### src/disagg_pkg.sv
// Shared sizes and packed types for the packet disaggregator
// Input beats are 32 bits wide, outputs are 8 bits, one page per output
// Packets longer than MAX_PKT_BYTES are cut at the page boundary
`default_nettype none

package disagg_pkg;

    // ------------------------------------------------------------
    // Sizes
    // ------------------------------------------------------------
    // Input byte width over output byte width
    localparam int NUM_COLS      = 4;
    localparam int NUM_OUTPUTS   = 4;
    localparam int IN_BYTES      = 4;
    // Rows per page, one page per output
    localparam int PAGE_DEPTH    = 4;
    localparam int MAX_PKT_BYTES = 16;
    localparam int REPORT_DEPTH  = 16;
    localparam int OUT_BUF_DEPTH = 2;

    // ------------------------------------------------------------
    // Scalar types
    // ------------------------------------------------------------
    typedef logic [$clog2(NUM_OUTPUTS)-1:0]     ctxt_t;
    typedef logic [$clog2(PAGE_DEPTH)-1:0]      row_t;
    typedef logic [$clog2(NUM_COLS)-1:0]        col_t;
    // Holds 0 up to MAX_PKT_BYTES inclusive
    typedef logic [$clog2(MAX_PKT_BYTES+1)-1:0] size_t;

    // ------------------------------------------------------------
    // Beats and requests
    // ------------------------------------------------------------
    // Byte 0 sits in bits 7:0 and leaves first
    typedef struct packed {
        logic [IN_BYTES*8-1:0]       data;
        logic                        eop;
        logic [$clog2(IN_BYTES)-1:0] last_bytes;
    } in_beat_t;

    typedef struct packed {
        logic [7:0] data;
        logic       eop;
    } out_beat_t;

    typedef struct packed {
        size_t size;
    } desc_t;

    // Same row in every column, column c takes byte lane c
    typedef struct packed {
        ctxt_t                 ctxt;
        row_t                  row;
        logic [IN_BYTES*8-1:0] data;
    } wr_req_t;

    typedef struct packed {
        row_t row;
        col_t col;
    } rd_req_t;

endpackage

`default_nettype wire

### src/sync_fifo.sv
// Small synchronous FIFO with a registered occupancy count
// DEPTH must be 2 or more; a push while full is ignored
// Head entry is visible on pop_data whenever pop_valid is high
`timescale 1ns/1ps
`default_nettype none

module sync_fifo #(
    parameter type payload_t = logic,
    parameter int  DEPTH     = 2
) (
    input  logic        clk_in,
    input  logic        rst_n,
    input  logic        push,
    input  payload_t    push_data,
    input  logic        pop,
    output logic        pop_valid,
    output payload_t    pop_data,
    output logic        full,
    output logic [31:0] count
);

    payload_t                   mem [DEPTH];
    logic [$clog2(DEPTH)-1:0]   wr_ptr;
    logic [$clog2(DEPTH)-1:0]   rd_ptr;
    logic                       do_push;
    logic                       do_pop;

    assign pop_valid = (count != 32'd0);
    assign full      = (count == 32'(DEPTH));
    assign pop_data  = mem[rd_ptr];

    assign do_push = push && !full;
    assign do_pop  = pop && pop_valid;

    // Storage
    always_ff @(posedge clk_in) begin
        if (do_push) begin
            mem[wr_ptr] <= push_data;
        end
    end

    // Pointers wrap at DEPTH-1
    always_ff @(posedge clk_in) begin
        if (!rst_n) begin
            wr_ptr <= '0;
            rd_ptr <= '0;
            count  <= 32'd0;
        end else begin
            if (do_push) begin
                wr_ptr <= (32'(wr_ptr) == DEPTH - 1) ? '0 : wr_ptr + 1'b1;
            end
            if (do_pop) begin
                rd_ptr <= (32'(rd_ptr) == DEPTH - 1) ? '0 : rd_ptr + 1'b1;
            end
            case ({do_push, do_pop})
                2'b10:   count <= count + 32'd1;
                2'b01:   count <= count - 32'd1;
                default: count <= count;
            endcase
        end
    end

endmodule

`default_nettype wire

### src/pkt_ingest.sv
// Decode stage: accepts wide beats and writes them into the page of in_ctxt
// in_ctxt must hold steady for all beats of a packet
// Packets to different contexts may not interleave at beat level
// Beats past the page are dropped and the size saturates at MAX_PKT_BYTES
`timescale 1ns/1ps
`default_nettype none

module pkt_ingest (
    input  logic                                 clk_in,
    input  logic                                 rst_n,
    input  logic                                 in_valid,
    input  disagg_pkg::in_beat_t                 in_beat,
    input  disagg_pkg::ctxt_t                    in_ctxt,
    input  logic                                 rpt_full,
    input  logic [disagg_pkg::NUM_OUTPUTS-1:0]   done,
    output logic                                 in_ready,
    output logic                                 wr_en,
    output disagg_pkg::wr_req_t                  wr_req,
    output logic [disagg_pkg::NUM_OUTPUTS-1:0]   desc_valid,
    output disagg_pkg::desc_t                    desc,
    output logic                                 rpt_push,
    output disagg_pkg::ctxt_t                    rpt_ctxt
);

    // Row count runs one past the page to flag overflow
    logic [$clog2(disagg_pkg::PAGE_DEPTH+1)-1:0] row_cnt;
    disagg_pkg::size_t                           byte_cnt;
    logic [disagg_pkg::NUM_OUTPUTS-1:0]          busy;
    logic                                        accept;
    logic                                        last_beat;
    logic                                        page_open;
    logic [$bits(disagg_pkg::size_t):0]          size_sum;
    disagg_pkg::size_t                           pkt_size;

    // ------------------------------------------------------------
    // Handshake and page write
    // ------------------------------------------------------------
    assign in_ready  = !busy[in_ctxt] && !rpt_full;
    assign accept    = in_valid && in_ready;
    assign last_beat = accept && in_beat.eop;
    assign page_open = (row_cnt < disagg_pkg::PAGE_DEPTH);

    assign wr_en = accept && page_open;

    always_comb begin
        wr_req.ctxt = in_ctxt;
        wr_req.row  = disagg_pkg::row_t'(row_cnt);
        wr_req.data = in_beat.data;
    end

    // Bytes of full rows so far plus the bytes of the eop beat
    always_comb begin
        size_sum = {1'b0, byte_cnt} + {1'b0, 3'(in_beat.last_bytes)} + 1'b1;
        if (size_sum > disagg_pkg::MAX_PKT_BYTES) begin
            pkt_size = disagg_pkg::size_t'(disagg_pkg::MAX_PKT_BYTES);
        end else begin
            pkt_size = disagg_pkg::size_t'(size_sum);
        end
    end

    // ------------------------------------------------------------
    // Descriptor and report, both on the eop beat
    // ------------------------------------------------------------
    always_comb begin
        for (int g = 0; g < disagg_pkg::NUM_OUTPUTS; g++) begin
            desc_valid[g] = last_beat && (in_ctxt == disagg_pkg::ctxt_t'(g));
        end
    end

    assign desc.size = pkt_size;
    assign rpt_push  = last_beat;
    assign rpt_ctxt  = in_ctxt;

    // Counters restart after every eop
    always_ff @(posedge clk_in) begin
        if (!rst_n) begin
            row_cnt  <= '0;
            byte_cnt <= '0;
        end else if (last_beat) begin
            row_cnt  <= '0;
            byte_cnt <= '0;
        end else if (accept && page_open) begin
            row_cnt  <= row_cnt + 1'b1;
            byte_cnt <= byte_cnt + disagg_pkg::size_t'(disagg_pkg::IN_BYTES);
        end
    end

    // Page stays busy from descriptor until egress reports done
    always_ff @(posedge clk_in) begin
        if (!rst_n) begin
            busy <= '0;
        end else begin
            for (int g = 0; g < disagg_pkg::NUM_OUTPUTS; g++) begin
                if (desc_valid[g]) begin
                    busy[g] <= 1'b1;
                end else if (done[g]) begin
                    busy[g] <= 1'b0;
                end
            end
        end
    end

endmodule

`default_nettype wire

### src/column_bank.sv
// Execute stage: four byte-wide column RAMs with a rotating read slot
// Output g owns column (sel + g) mod NUM_COLS in each cycle
// Reads are granted in the same cycle, data returns one cycle later
`timescale 1ns/1ps
`default_nettype none

module column_bank (
    input  logic                               clk_in,
    input  logic                               rst_n,
    input  logic                               wr_en,
    input  disagg_pkg::wr_req_t                wr_req,
    input  logic [disagg_pkg::NUM_OUTPUTS-1:0] rd_valid,
    input  disagg_pkg::rd_req_t                rd_req [disagg_pkg::NUM_OUTPUTS],
    output logic [disagg_pkg::NUM_OUTPUTS-1:0] rd_gnt,
    output logic [disagg_pkg::NUM_OUTPUTS-1:0] rd_data_valid,
    output logic [7:0]                         rd_data [disagg_pkg::NUM_OUTPUTS]
);

    disagg_pkg::col_t sel;
    // Slot of the previous cycle, steers returning data
    disagg_pkg::col_t sel_d;
    logic [7:0]       col_q [disagg_pkg::NUM_COLS];

    // ------------------------------------------------------------
    // Rotator
    // ------------------------------------------------------------
    always_ff @(posedge clk_in) begin
        if (!rst_n) begin
            sel   <= '0;
            sel_d <= '0;
        end else begin
            sel   <= sel + 1'b1;
            sel_d <= sel;
        end
    end

    // ------------------------------------------------------------
    // Per output grant and return
    // ------------------------------------------------------------
    for (genvar g = 0; g < disagg_pkg::NUM_OUTPUTS; g++) begin : g_out
        assign rd_gnt[g] = rd_valid[g] &&
            (rd_req[g].col == disagg_pkg::col_t'(sel + disagg_pkg::col_t'(g)));
        assign rd_data[g] = col_q[disagg_pkg::col_t'(sel_d + disagg_pkg::col_t'(g))];
    end

    always_ff @(posedge clk_in) begin
        if (!rst_n) begin
            rd_data_valid <= '0;
        end else begin
            rd_data_valid <= rd_gnt;
        end
    end

    // ------------------------------------------------------------
    // Column memories
    // ------------------------------------------------------------
    for (genvar c = 0; c < disagg_pkg::NUM_COLS; c++) begin : g_col
        logic [7:0] ram [disagg_pkg::NUM_OUTPUTS * disagg_pkg::PAGE_DEPTH];
        // Output whose slot this column is
        disagg_pkg::ctxt_t srv;
        logic [$bits(disagg_pkg::ctxt_t)+$bits(disagg_pkg::row_t)-1:0] rd_addr;

        assign srv     = disagg_pkg::ctxt_t'(disagg_pkg::col_t'(c) - sel);
        assign rd_addr = {srv, rd_req[srv].row};

        // Page is selected by context, row within the page by wr_req.row
        always_ff @(posedge clk_in) begin
            if (wr_en) begin
                ram[{wr_req.ctxt, wr_req.row}] <= wr_req.data[c*8 +: 8];
            end
        end

        always_ff @(posedge clk_in) begin
            if (rd_gnt[srv]) begin
                col_q[c] <= ram[rd_addr];
            end
        end
    end

endmodule

`default_nettype wire

### src/pkt_egress.sv
// Result stage: reads one packet byte by byte and emits narrow beats
// Expects no new descriptor while a packet is still being drained
// Reads are throttled so buffered plus in-flight bytes fit the buffer
`timescale 1ns/1ps
`default_nettype none

module pkt_egress (
    input  logic                   clk_in,
    input  logic                   rst_n,
    input  logic                   desc_valid,
    input  disagg_pkg::desc_t      desc,
    input  logic                   rd_gnt,
    input  logic                   rd_data_valid,
    input  logic [7:0]             rd_data,
    input  logic                   out_ready,
    output logic                   done,
    output logic                   rd_valid,
    output disagg_pkg::rd_req_t    rd_req,
    output logic                   out_valid,
    output disagg_pkg::out_beat_t  out_beat
);

    logic                  active;
    disagg_pkg::size_t     byte_idx;
    disagg_pkg::size_t     size;
    logic                  inflight;
    logic                  inflight_eop;
    logic                  out_pop;
    logic                  room;
    logic [31:0]           buf_count;
    disagg_pkg::out_beat_t ret_beat;

    // ------------------------------------------------------------
    // Read request
    // ------------------------------------------------------------
    // Byte b lives in row b / IN_BYTES, column b mod NUM_COLS
    always_comb begin
        rd_req.row = disagg_pkg::row_t'(byte_idx / disagg_pkg::IN_BYTES);
        rd_req.col = disagg_pkg::col_t'(byte_idx % disagg_pkg::NUM_COLS);
    end

    assign out_pop = out_valid && out_ready;

    // A pop in this cycle frees a slot for the read issued now
    assign room = (buf_count + {31'd0, inflight}) <
                  (32'(disagg_pkg::OUT_BUF_DEPTH) + {31'd0, out_pop});

    assign rd_valid = active && (byte_idx < size) && room;

    // ------------------------------------------------------------
    // Packet state
    // ------------------------------------------------------------
    always_ff @(posedge clk_in) begin
        if (!rst_n) begin
            active       <= 1'b0;
            byte_idx     <= '0;
            inflight     <= 1'b0;
            inflight_eop <= 1'b0;
        end else begin
            inflight <= rd_gnt;
            if (rd_gnt) begin
                byte_idx     <= byte_idx + 1'b1;
                inflight_eop <= (byte_idx + 1'b1 == size);
            end
            if (desc_valid) begin
                active   <= 1'b1;
                byte_idx <= '0;
            end else if (done) begin
                active <= 1'b0;
            end
        end
    end

    always_ff @(posedge clk_in) begin
        if (desc_valid) begin
            size <= desc.size;
        end
    end

    // ------------------------------------------------------------
    // Output buffer
    // ------------------------------------------------------------
    always_comb begin
        ret_beat.data = rd_data;
        ret_beat.eop  = inflight_eop;
    end

    sync_fifo #(
        .payload_t ( disagg_pkg::out_beat_t ),
        .DEPTH     ( disagg_pkg::OUT_BUF_DEPTH )
    ) i_out_buf (
        .clk_in    ( clk_in ),
        .rst_n     ( rst_n ),
        .push      ( rd_data_valid ),
        .push_data ( ret_beat ),
        .pop       ( out_ready ),
        .pop_valid ( out_valid ),
        .pop_data  ( out_beat ),
        .full      ( ),
        .count     ( buf_count )
    );

    // Last byte has left, page can be reused
    assign done = out_pop && out_beat.eop;

endmodule

`default_nettype wire

### src/packet_disaggregate.sv
// Top level: one 32-bit packet stream in, four 8-bit streams out
// in_ctxt selects the output and must hold for a whole packet
// A second packet to a busy output waits until the first has drained
// Report queue lists contexts in the order packets were accepted
`timescale 1ns/1ps
`default_nettype none

module packet_disaggregate (
    input  logic                               clk_in,
    input  logic                               rst_n,
    input  logic                               in_valid,
    output logic                               in_ready,
    input  disagg_pkg::in_beat_t               in_beat,
    input  disagg_pkg::ctxt_t                  in_ctxt,
    output logic [disagg_pkg::NUM_OUTPUTS-1:0] out_valid,
    input  logic [disagg_pkg::NUM_OUTPUTS-1:0] out_ready,
    output disagg_pkg::out_beat_t              out_beat [disagg_pkg::NUM_OUTPUTS],
    output logic                               ctxt_out_valid,
    output disagg_pkg::ctxt_t                  ctxt_out,
    input  logic                               ctxt_out_ack
);

    logic                               wr_en;
    disagg_pkg::wr_req_t                wr_req;
    logic [disagg_pkg::NUM_OUTPUTS-1:0] desc_valid;
    disagg_pkg::desc_t                  desc;
    logic [disagg_pkg::NUM_OUTPUTS-1:0] done;
    logic [disagg_pkg::NUM_OUTPUTS-1:0] rd_valid;
    disagg_pkg::rd_req_t                rd_req [disagg_pkg::NUM_OUTPUTS];
    logic [disagg_pkg::NUM_OUTPUTS-1:0] rd_gnt;
    logic [disagg_pkg::NUM_OUTPUTS-1:0] rd_data_valid;
    logic [7:0]                         rd_data [disagg_pkg::NUM_OUTPUTS];
    logic                               rpt_push;
    disagg_pkg::ctxt_t                  rpt_ctxt;
    logic                               rpt_full;

    pkt_ingest i_pkt_ingest (
        .clk_in, .rst_n, .in_valid, .in_beat, .in_ctxt, .rpt_full, .done,
        .in_ready, .wr_en, .wr_req, .desc_valid, .desc, .rpt_push, .rpt_ctxt
    );

    column_bank i_column_bank (
        .clk_in, .rst_n, .wr_en, .wr_req, .rd_valid, .rd_req,
        .rd_gnt, .rd_data_valid, .rd_data
    );

    // One reader per output page
    for (genvar g = 0; g < disagg_pkg::NUM_OUTPUTS; g++) begin : g_egress
        pkt_egress i_pkt_egress (
            .clk_in        ( clk_in ),
            .rst_n         ( rst_n ),
            .desc_valid    ( desc_valid[g] ),
            .desc          ( desc ),
            .rd_gnt        ( rd_gnt[g] ),
            .rd_data_valid ( rd_data_valid[g] ),
            .rd_data       ( rd_data[g] ),
            .out_ready     ( out_ready[g] ),
            .done          ( done[g] ),
            .rd_valid      ( rd_valid[g] ),
            .rd_req        ( rd_req[g] ),
            .out_valid     ( out_valid[g] ),
            .out_beat      ( out_beat[g] )
        );
    end

    // Context report queue
    sync_fifo #(
        .payload_t ( disagg_pkg::ctxt_t ),
        .DEPTH     ( disagg_pkg::REPORT_DEPTH )
    ) i_report_fifo (
        .clk_in    ( clk_in ),
        .rst_n     ( rst_n ),
        .push      ( rpt_push ),
        .push_data ( rpt_ctxt ),
        .pop       ( ctxt_out_ack ),
        .pop_valid ( ctxt_out_valid ),
        .pop_data  ( ctxt_out ),
        .full      ( rpt_full ),
        .count     ( )
    );

endmodule

`default_nettype wire

### config.mk
export PLATFORM = sky130hd
export DESIGN_NAME = packet_disaggregate
export DESIGN_NICKNAME = d
export VERILOG_FILES = /design/src/disagg_pkg.sv /design/src/sync_fifo.sv /design/src/pkt_ingest.sv /design/src/column_bank.sv /design/src/pkt_egress.sv /design/src/packet_disaggregate.sv
export SDC_FILE = /design/constraint.sdc
export NUM_CORES = 2
export LEC_CHECK = 0
export BUFFER_PORTS_ARGS = -buffer_cell sky130_fd_sc_hd__buf_2
export CAP_MARGIN = 10
export CORE_MARGIN = 2
export CORE_UTILIZATION = 35
export CTS_BUF_LIST = sky130_fd_sc_hd__clkbuf_4 sky130_fd_sc_hd__clkbuf_8 sky130_fd_sc_hd__clkbuf_16
export DETAILED_ROUTE_END_ITERATION = 12
export HOLD_SLACK_MARGIN = 0.02
export PLACE_DENSITY_LB_ADDON = 0.2
export SLEW_MARGIN = 20
export SYNTH_ARGS = -nofsm -noshare
export SYNTH_HDL_FRONTEND = slang
export SYNTH_SLANG_ARGS = --single-unit
### constraint.sdc
create_clock -name clk_in -period 4.9 [get_ports clk_in]
set_clock_uncertainty 0.1 [all_clocks]
set_input_delay 0.245 -clock clk_in [delete_from_list [all_inputs] [get_ports clk_in]]
set_output_delay 0.245 -clock clk_in [all_outputs]
set_load 0.02 [all_outputs]
# After elaboration in Yosys (flattened, before gate mapping)
# Memories as Yosys holds them, arrays and structs flattened. A register that Yosys moved wholly into a read port is not among the register bits.
# Cells that the tools add are included.
# W data, S select, Z words.
[op_classes]
n_mux = 77
reduce_logical = 60
addsub = 46
n_eq_ne = 28
bitwise_logic = 5
order_cmp = 19
[op_table]
columns = ["operator", "count"]
rows = [
  ["$pmux W32 S2", 5],
  ["$add A32 B1 Y32 const B", 5],
  ["$reduce_bool A32 Y1", 5],
  ["$sub A32 B1 Y32 const B", 5],
  ["$add A32 B1 Y32", 4],
  ["$eq A32 B2 Y1 const B", 4],
  ["$lt A32 B32 Y1", 4],
  ["$mux W1", 49],
  ["$mux W4", 12],
  ["$logic_and A1 B1 Y1", 34],
  ["$bmux W4 S2", 4],
  ["$eq A32 B5 Y1 const B", 1],
  ["$add A5 B1 Y5 const B", 4],
  ["$eq A5 B5 Y1", 4],
  ["$lt A5 B5 Y1", 4],
  ["$reduce_bool A2 Y1", 9],
  ["$lt A2 B3 Y1 const B", 5],
  ["$eq A2 B2 Y1 const B", 7],
  ["$add A2 B1 Y3 const A", 4],
  ["$eq A2 B1 Y1 const B", 6],
  ["$ge A3 B3 Y1 const B", 4],
  ["$not A2 Y3", 4],
  ["$bmux W1 S2", 5],
  ["$reduce_or A2 Y1", 5],
  ["19 further kinds", 42],
]
[totals]
mem_count = 10
mem_bits_rw = 648
in_bits = 45
word_cells = 285
output_inout_bits = 44
register_bits = 244
[mem_list]
columns = ["name", "depth", "word_bits", "rd", "rd_clocked_by_memory_dff", "wr", "line", "source"]
rows = [
  ["i_column_bank.g_col[0].ram", 16, 8, 1, 0, 1, "column_bank.sv:58", "logic [7:0] ram [disagg_pkg::NUM_OUTPUTS * disagg_pkg::PAGE_DEPTH];"],
  ["i_column_bank.g_col[1].ram", 16, 8, 1, 0, 1, "column_bank.sv:58", ""],
  ["i_column_bank.g_col[2].ram", 16, 8, 1, 0, 1, "column_bank.sv:58", ""],
  ["i_column_bank.g_col[3].ram", 16, 8, 1, 0, 1, "column_bank.sv:58", ""],
  ["i_column_bank.col_q", 4, 8, 4, 1, 4, "column_bank.sv:22", "logic [7:0] col_q [disagg_pkg::NUM_COLS];"],
  ["i_report_fifo.mem", 16, 2, 1, 1, 1, "sync_fifo.sv:22", "payload_t mem [DEPTH];"],
  ["+4 memories", "n/a", "n/a", "n/a", "n/a", "n/a", "n/a", ""],
]

# Longest topological paths before layout
[depth]
ltp_word = 10
depth_mapped = 20
mapped_depth_nobuf = 20

# By module
# A second synthesis with hierarchy kept.
[hier_totals]
hier_cells = 4122
area_unflattened_um2 = 49092.1
[by_module_without_submodules]
columns = ["mod", "area_each_um2", "cells_each", "seq_area_each_um2", "instances"]
rows = [
  ["column_bank", 22535.4, 1055, 16495.8, 1],
  ["sync_fifo at g_egress[0].i_pkt_egress.i_out_buf ...", 3824.9, 445, 1241.2, 4],
  ["sync_fifo at i_report_fifo", 4605.7, 470, 1841.8, 1],
  ["pkt_egress at g_egress[1].i_pkt_egress ...", 1417.6, 171, 310.3, 3],
  ["pkt_egress at g_egress[0].i_pkt_egress", 1455.1, 182, 310.3, 1],
  ["pkt_ingest", 943.4, 122, 200.2, 1],
]

# Worst setup path after synthesis
# Ideal clock, no wire load.
[synth_timing]
path_kind = "input port to flip-flop"
from = "input port in_ctxt[1]"
to = "register i_report_fifo.count[26]"
required_time_ns = 4.684
t_arrival_ns = 5.189
slack_ns = -0.505
n_path_buf = 2
path_stages = 18
setup_time_ns = 0.116
path_cell_list = "clkbuf_1 > mux4_2 > a21oi_1 > and3_1 > clkbuf_1 > inv_1 > ha_1 > fa_1 > a21o_1 > a21oi_1 > o21bai_1 > a211o_1 > nand4_1 > o211ai_1 > a2111oi_2 > o31ai_1 > xor2_1 > o211a_1"
[synth_via]
elab_chain_cells = 9
elab_cells_between_ends = 11
cone_classes = "eq/ne: 2; mux: 3; reduce/logical: 6"
[synth_lines]
columns = ["element", "line", "source"]
rows = [
  ["from (decl)", "packet_disaggregate.sv:14", "input disagg_pkg::ctxt_t in_ctxt,"],
  ["$bmux W1 S2 *", "pkt_ingest.sv:38", "assign in_ready = !busy[in_ctxt] && !rpt_full;"],
  ["$mux W1 (not written as such) *", "pkt_ingest.sv:38", ""],
  ["$logic_not A1 Y1 *", "pkt_ingest.sv:38", ""],
  ["$logic_and A1 B1 Y1 *", "pkt_ingest.sv:38", ""],
  ["via in_ready", "packet_disaggregate.sv:12", "output logic in_ready,"],
  ["$logic_and A1 B1 Y1 *", "pkt_ingest.sv:39", "assign accept = in_valid && in_ready;"],
  ["$logic_and A1 B1 Y1 *", "pkt_ingest.sv:40", "assign last_beat = accept && in_beat.eop;"],
  ["$logic_and A1 B1 Y1 *", "sync_fifo.sv:32", "assign do_push = push && !full;"],
  ["$eq A2 B1 Y1 / $eq A2 B2 Y1 (equally long branches)", "sync_fifo.sv:55", "case ({do_push, do_pop})"],
  ["$pmux W32 S2 / $reduce_bool A2 Y1 (equally long branches)", "n/a", ""],
  ["to (signal assigned)", "sync_fifo.sv:56", "2'b10: count <= count + 32'd1;"],
  ["to (signal assigned)", "sync_fifo.sv:57", "2'b01: count <= count - 32'd1;"],
  ["to (signal assigned)", "sync_fifo.sv:58", "default: count <= count;"],
  ["to (decl)", "sync_fifo.sv:19", "output logic [31:0] count"],
]
# The timed path passes the listed nets; every way through them passes the cells marked *. The select of a mux whose other input is x is not followed.
# A chain may end at the register's enable or synchronous reset.

# Final worst setup path
[layout_timing]
from = "register g_egress[1].i_pkt_egress.i_out_buf.count[20]"
to = "register g_egress[1].i_pkt_egress.i_out_buf.count[29]"
[layout_via]
elab_chain_cells = 5
elab_cells_between_ends = 11
cone_classes = "add/sub: 2; eq/ne: 3; mux: 1; reduce/logical: 5"
[layout_lines]
columns = ["element", "line"]
rows = [
  ["from (decl)", "sync_fifo.sv:19"],
  ["from (signal assigned)", "sync_fifo.sv:56"],
  ["from (signal assigned)", "sync_fifo.sv:57"],
  ["from (signal assigned)", "sync_fifo.sv:58"],
  ["parallel branches: the longest is 5 deep, another holds $sub A32 B1 Y32", "n/a"],
]
# Several ways; the timed one is not identified.

==> impl_metrics.toml <==
[status]
status = "finished, final reports clean"

[setup_path]
arrival_ns = 5.19
cp_slowest_cell = "or4_1"
cp.required_ns = 5.43
cp_slowest_stage_delay_ns = 0.55
path_max_fanout = 14
reg2reg_depth = 17
cp.buffers_inverters = 1
critical-path-top-delay-family = "compound AO/OA/AOI/OAI gates"
r2r_slack_ns = 0.24
r2r-end = "g_egress[1].i_pkt_egress.i_out_buf.count[29]"
rr_startpoint = "g_egress[1].i_pkt_egress.i_out_buf.count[20]"
worstSetupPathType = "reg -> reg"
crit_top_cell = "o21ai_0"
endpoint_kind = "flip-flop"
crit_start = "g_egress[1].i_pkt_egress.i_out_buf.count[20]"
path_cells = "or3_1 -> or2_2 -> or4_1 -> nand2_2 -> ha_4 -> buf_6 -> ha_1 -> a21o_1 -> a21oi_1 -> o21ai_0 -> a2111o_1 -> nand4_1 -> a21oi_1 -> o21ai_0 -> o21ai_0 -> xnor2_1 -> o31ai_1"
cp-start-kind = "flip-flop"

[floorplanning]
core_mm2 = 0.1292
dieArea_mm2 = 0.1327
chipHeight_um = 364.3
fp-row-count = 132
initial_utilization = 0.3519
ios = 89
fp.dieW_um = 364.3

[clocking]
h-tree-depth = 3
clockBufferDepth = 3
clock_sinks = 894
numCtsBuffers = 101
cts_tree = "done"
clock_latency_ns = 0.72
cts.clk_slew.worst_paths_ns = 0.06
root_buffer = "clkbuf_16"

[placed_design]
port_buffers = 88
placed_cell_area_mm2 = 0.04949
dp.cells = 5548
hpwl_um = 80110
place_congestion = 0.8445

[synth]
yosysWarnings = 0
syn-num-nets = 3896
synth_flop_cell = "edfxtp_1"
seq_area_frac_synth = 0.5410
yosys.area.top_type_share = 0.4414
yosys-top-cells-area = "edfxtp_1 (44%), mux4_2 (10%), dfxtp_1 (10%)"
synth-async-reset-ratio = 0
synth_edf_count = 668
yosysMostFrequentCell = "edfxtp_1"
synth.avg_cell_area_um2 = 12.46
synth.distinct_cells = 91
netlist_area_mm2 = 0.04544
synth_common_cells = "edfxtp_1 (668), nor2_1 (354), a21oi_1 (231), dfxtp_1 (226), nand2_1 (211)"
yosysTopAreaCell = "edfxtp_1"
synth-seq-cells = 894
syn_inst = 3647

[detailed_routing]
ant_nets = 0
avgViaCountPerCell = 5.312
dr.pass1.iters = 5
wl_per_cell_um = 20.73
drt_wl_total_um = 119700
route.detailed.drc = 0
drt_iter0_drc = 2240
vias = 30681

[power]
power_leakage_nw = 19.66
power-per-cell-area_mw_per_mm2 = 386.7
ir_drop_uv = 388.8

[finish]
n_antenna_cell = 0
finalNetCount = 4200
final_cell_count_no_fill = 5776
nFillCells = 12269
drive_above_1_share = 0.2005
synthToLayoutAreaGrowth_pct = 17.75
final_area_mm2 = 0.05351
utilization = 0.4143

[run]
cap_violations = 0

[hold_path]
hp-class = "in -> reg"
min_to = "i_report_fifo.wr_ptr[1]"
hold_start = "in_beat[2]"
min_path_cells = 5

[sta]
finalSetupViolCount = 0
setup_tns_ns = 0
period_share = 0.9501
finalCriticalPeriod_ns = 4.655
hold_viol_final = 0
slew_headroom = 0.3063
slew_viol_final = 0
fmax_ghz = 0.2148
tightest_slew_ns = 1.037

[global_route]
grt_pass1_vias = 30268
grt_usage = 0.1796
grt_max_degree = 75
antenna_found_initial = 9
overflow = 0
grt_pass1_wl_um = 183000
## report_power, final
part	switching [mW]	total (mW)	internal, mW
combinational	2.30	4.16	1.87
sequential	0.297	8.77	8.47
clock	3.17	7.76	4.59
total	5.76	20.7	14.9
## flip-flops by register name, indices dropped and copies added (netlist names), named ones only
register                                count
g_egress.i_pkt_egress.i_out_buf.rd_ptr      4
g_egress.i_pkt_egress.active                2
g_egress.i_pkt_egress.size                 20
i_column_bank.col_q                        32
i_pkt_ingest.busy                           2
i_pkt_ingest.byte_cnt                       3
g_egress.i_pkt_egress.i_out_buf.wr_ptr      4
i_column_bank.sel                           2
g_egress.i_pkt_egress.byte_idx             20
i_report_fifo.wr_ptr                        4
g_egress.i_pkt_egress.i_out_buf.mem        72
i_report_fifo.rd_ptr                        4
i_column_bank.rd_data_valid                 4
i_report_fifo.count                        32
i_column_bank.sel_d                         2
i_pkt_ingest.row_cnt                        3
i_column_bank.g_col.ram                   512
g_egress.i_pkt_egress.i_out_buf.count     128
g_egress.i_pkt_egress.inflight_eop          4
i_report_fifo.mem                          32
## placed cells by master (no fill, tap or decap), drive strengths merged, types with 50 or more instances in the layout
master  count
nor4       50
nand3     111
nand2     211
dfxtp     226
ha        199
a21o      100
nor2      354
clkbuf    134
mux2i      58
nor3       81
nand4      61
inv       105
o21ai     124
buf       297
xor2       95
mux4      203
edfxtp    668
xnor2      99
a21oi     231
## worst register-to-register path, cell delays in order (launching register included)
cell      delay [ns]
dfxtp_1         0.33
or3_1           0.41
or2_2           0.32
or4_1           0.55
nand2_2         0.14
ha_4            0.18
buf_6           0.18
ha_1            0.25
a21o_1          0.18
a21oi_1         0.20
o21ai_0         0.16
a2111o_1        0.50
nand4_1         0.15
a21oi_1         0.13
o21ai_0         0.31
o21ai_0         0.16
xnor2_1         0.15
o31ai_1         0.18
## cells by family (layout without fill, tap and decap cells)
| family | Yosys count | count (layout) | share of synthesized area |
|---|---|---|---|
| buffers and inverters | 240 | 627 | 0.02051 |
| flip-flops | 894 | 894 | 0.5410 |
| AND/OR/NAND/NOR | 1097 | 1097 | 0.1191 |
| multiplexers | 304 | 304 | 0.1240 |
| AO/OA/AOI/OAI | 713 | 713 | 0.1008 |
| adder cells (fa/ha/maj) | 205 | 205 | 0.05721 |
| XOR/XNOR | 194 | 194 | 0.03739 |
## worst max-delay path by stage
stage / end / slack, ns / depth (start not counted)
after CTS: g_egress[2].i_pkt_egress.i_out_buf.count[29] / 0.04 / 20
final: g_egress[1].i_pkt_egress.i_out_buf.count[29] / 0.24 / 17
after global routing: g_egress[3].i_pkt_egress.i_out_buf.count[26] / -0.007 / 18
after global placement: g_egress[1].i_pkt_egress.i_out_buf.count[30] / 0.09 / 19
after detailed placement: g_egress[1].i_pkt_egress.i_out_buf.count[30] / 0.05 / 19
after floorplan: i_report_fifo.count[26] / 0.007 / 18
## stage by stage
stage	worst slack, ns	power, mW	hold WS [ns]
final	0.2446	20.69	0.09636
after global routing	-0.007117	21.70	0.1107
after CTS	0.03760	20.87	0.05451
after detailed placement	0.04920	13.00	0.3478
after global placement	0.09113	13.02	0.3423
after floorplan	0.007398	11.71	0.2439
## what timing repair did
action | in CTS | in global routing
hold endpoints to repair | 585 | 0
gates cloned | 0 | 0
pin swaps | 0 | 4
resized for setup | 1 | 32
hold buffers | 41 | 0
setup buffers | 0 | 1
endpoints found under the setup margin | 1 | 42
## final cells by class
type | instances | area [um2] | share of cell area
timing repair buffer | 338 | 2609 | 0.04875
clock inverter | 52 | 606.8 | 0.01134
clock buffer | 134 | 2823 | 0.05275
tap | 1742 | 2180 | 0.04073
sequential | 894 | 24590 | 0.4596
inverter | 103 | 391.6 | 0.007318
multi-input combinational | 2513 | 20310 | 0.3795
## layer usage
| layer | up-vias | global-route usage | share of wire |
|---|---|---|---|
| met5 | - | 0 | 0.00020 |
| met4 | 4 | 0.03962 | 0.020 |
| met3 | 152 | 0.03844 | 0.054 |
| met2 | 618 | 0.2896 | 0.46 |
| met1 | 15268 | 0.2482 | 0.46 |
| li1 | 14639 | - | - |
Power figures use the tool's default switching activity.
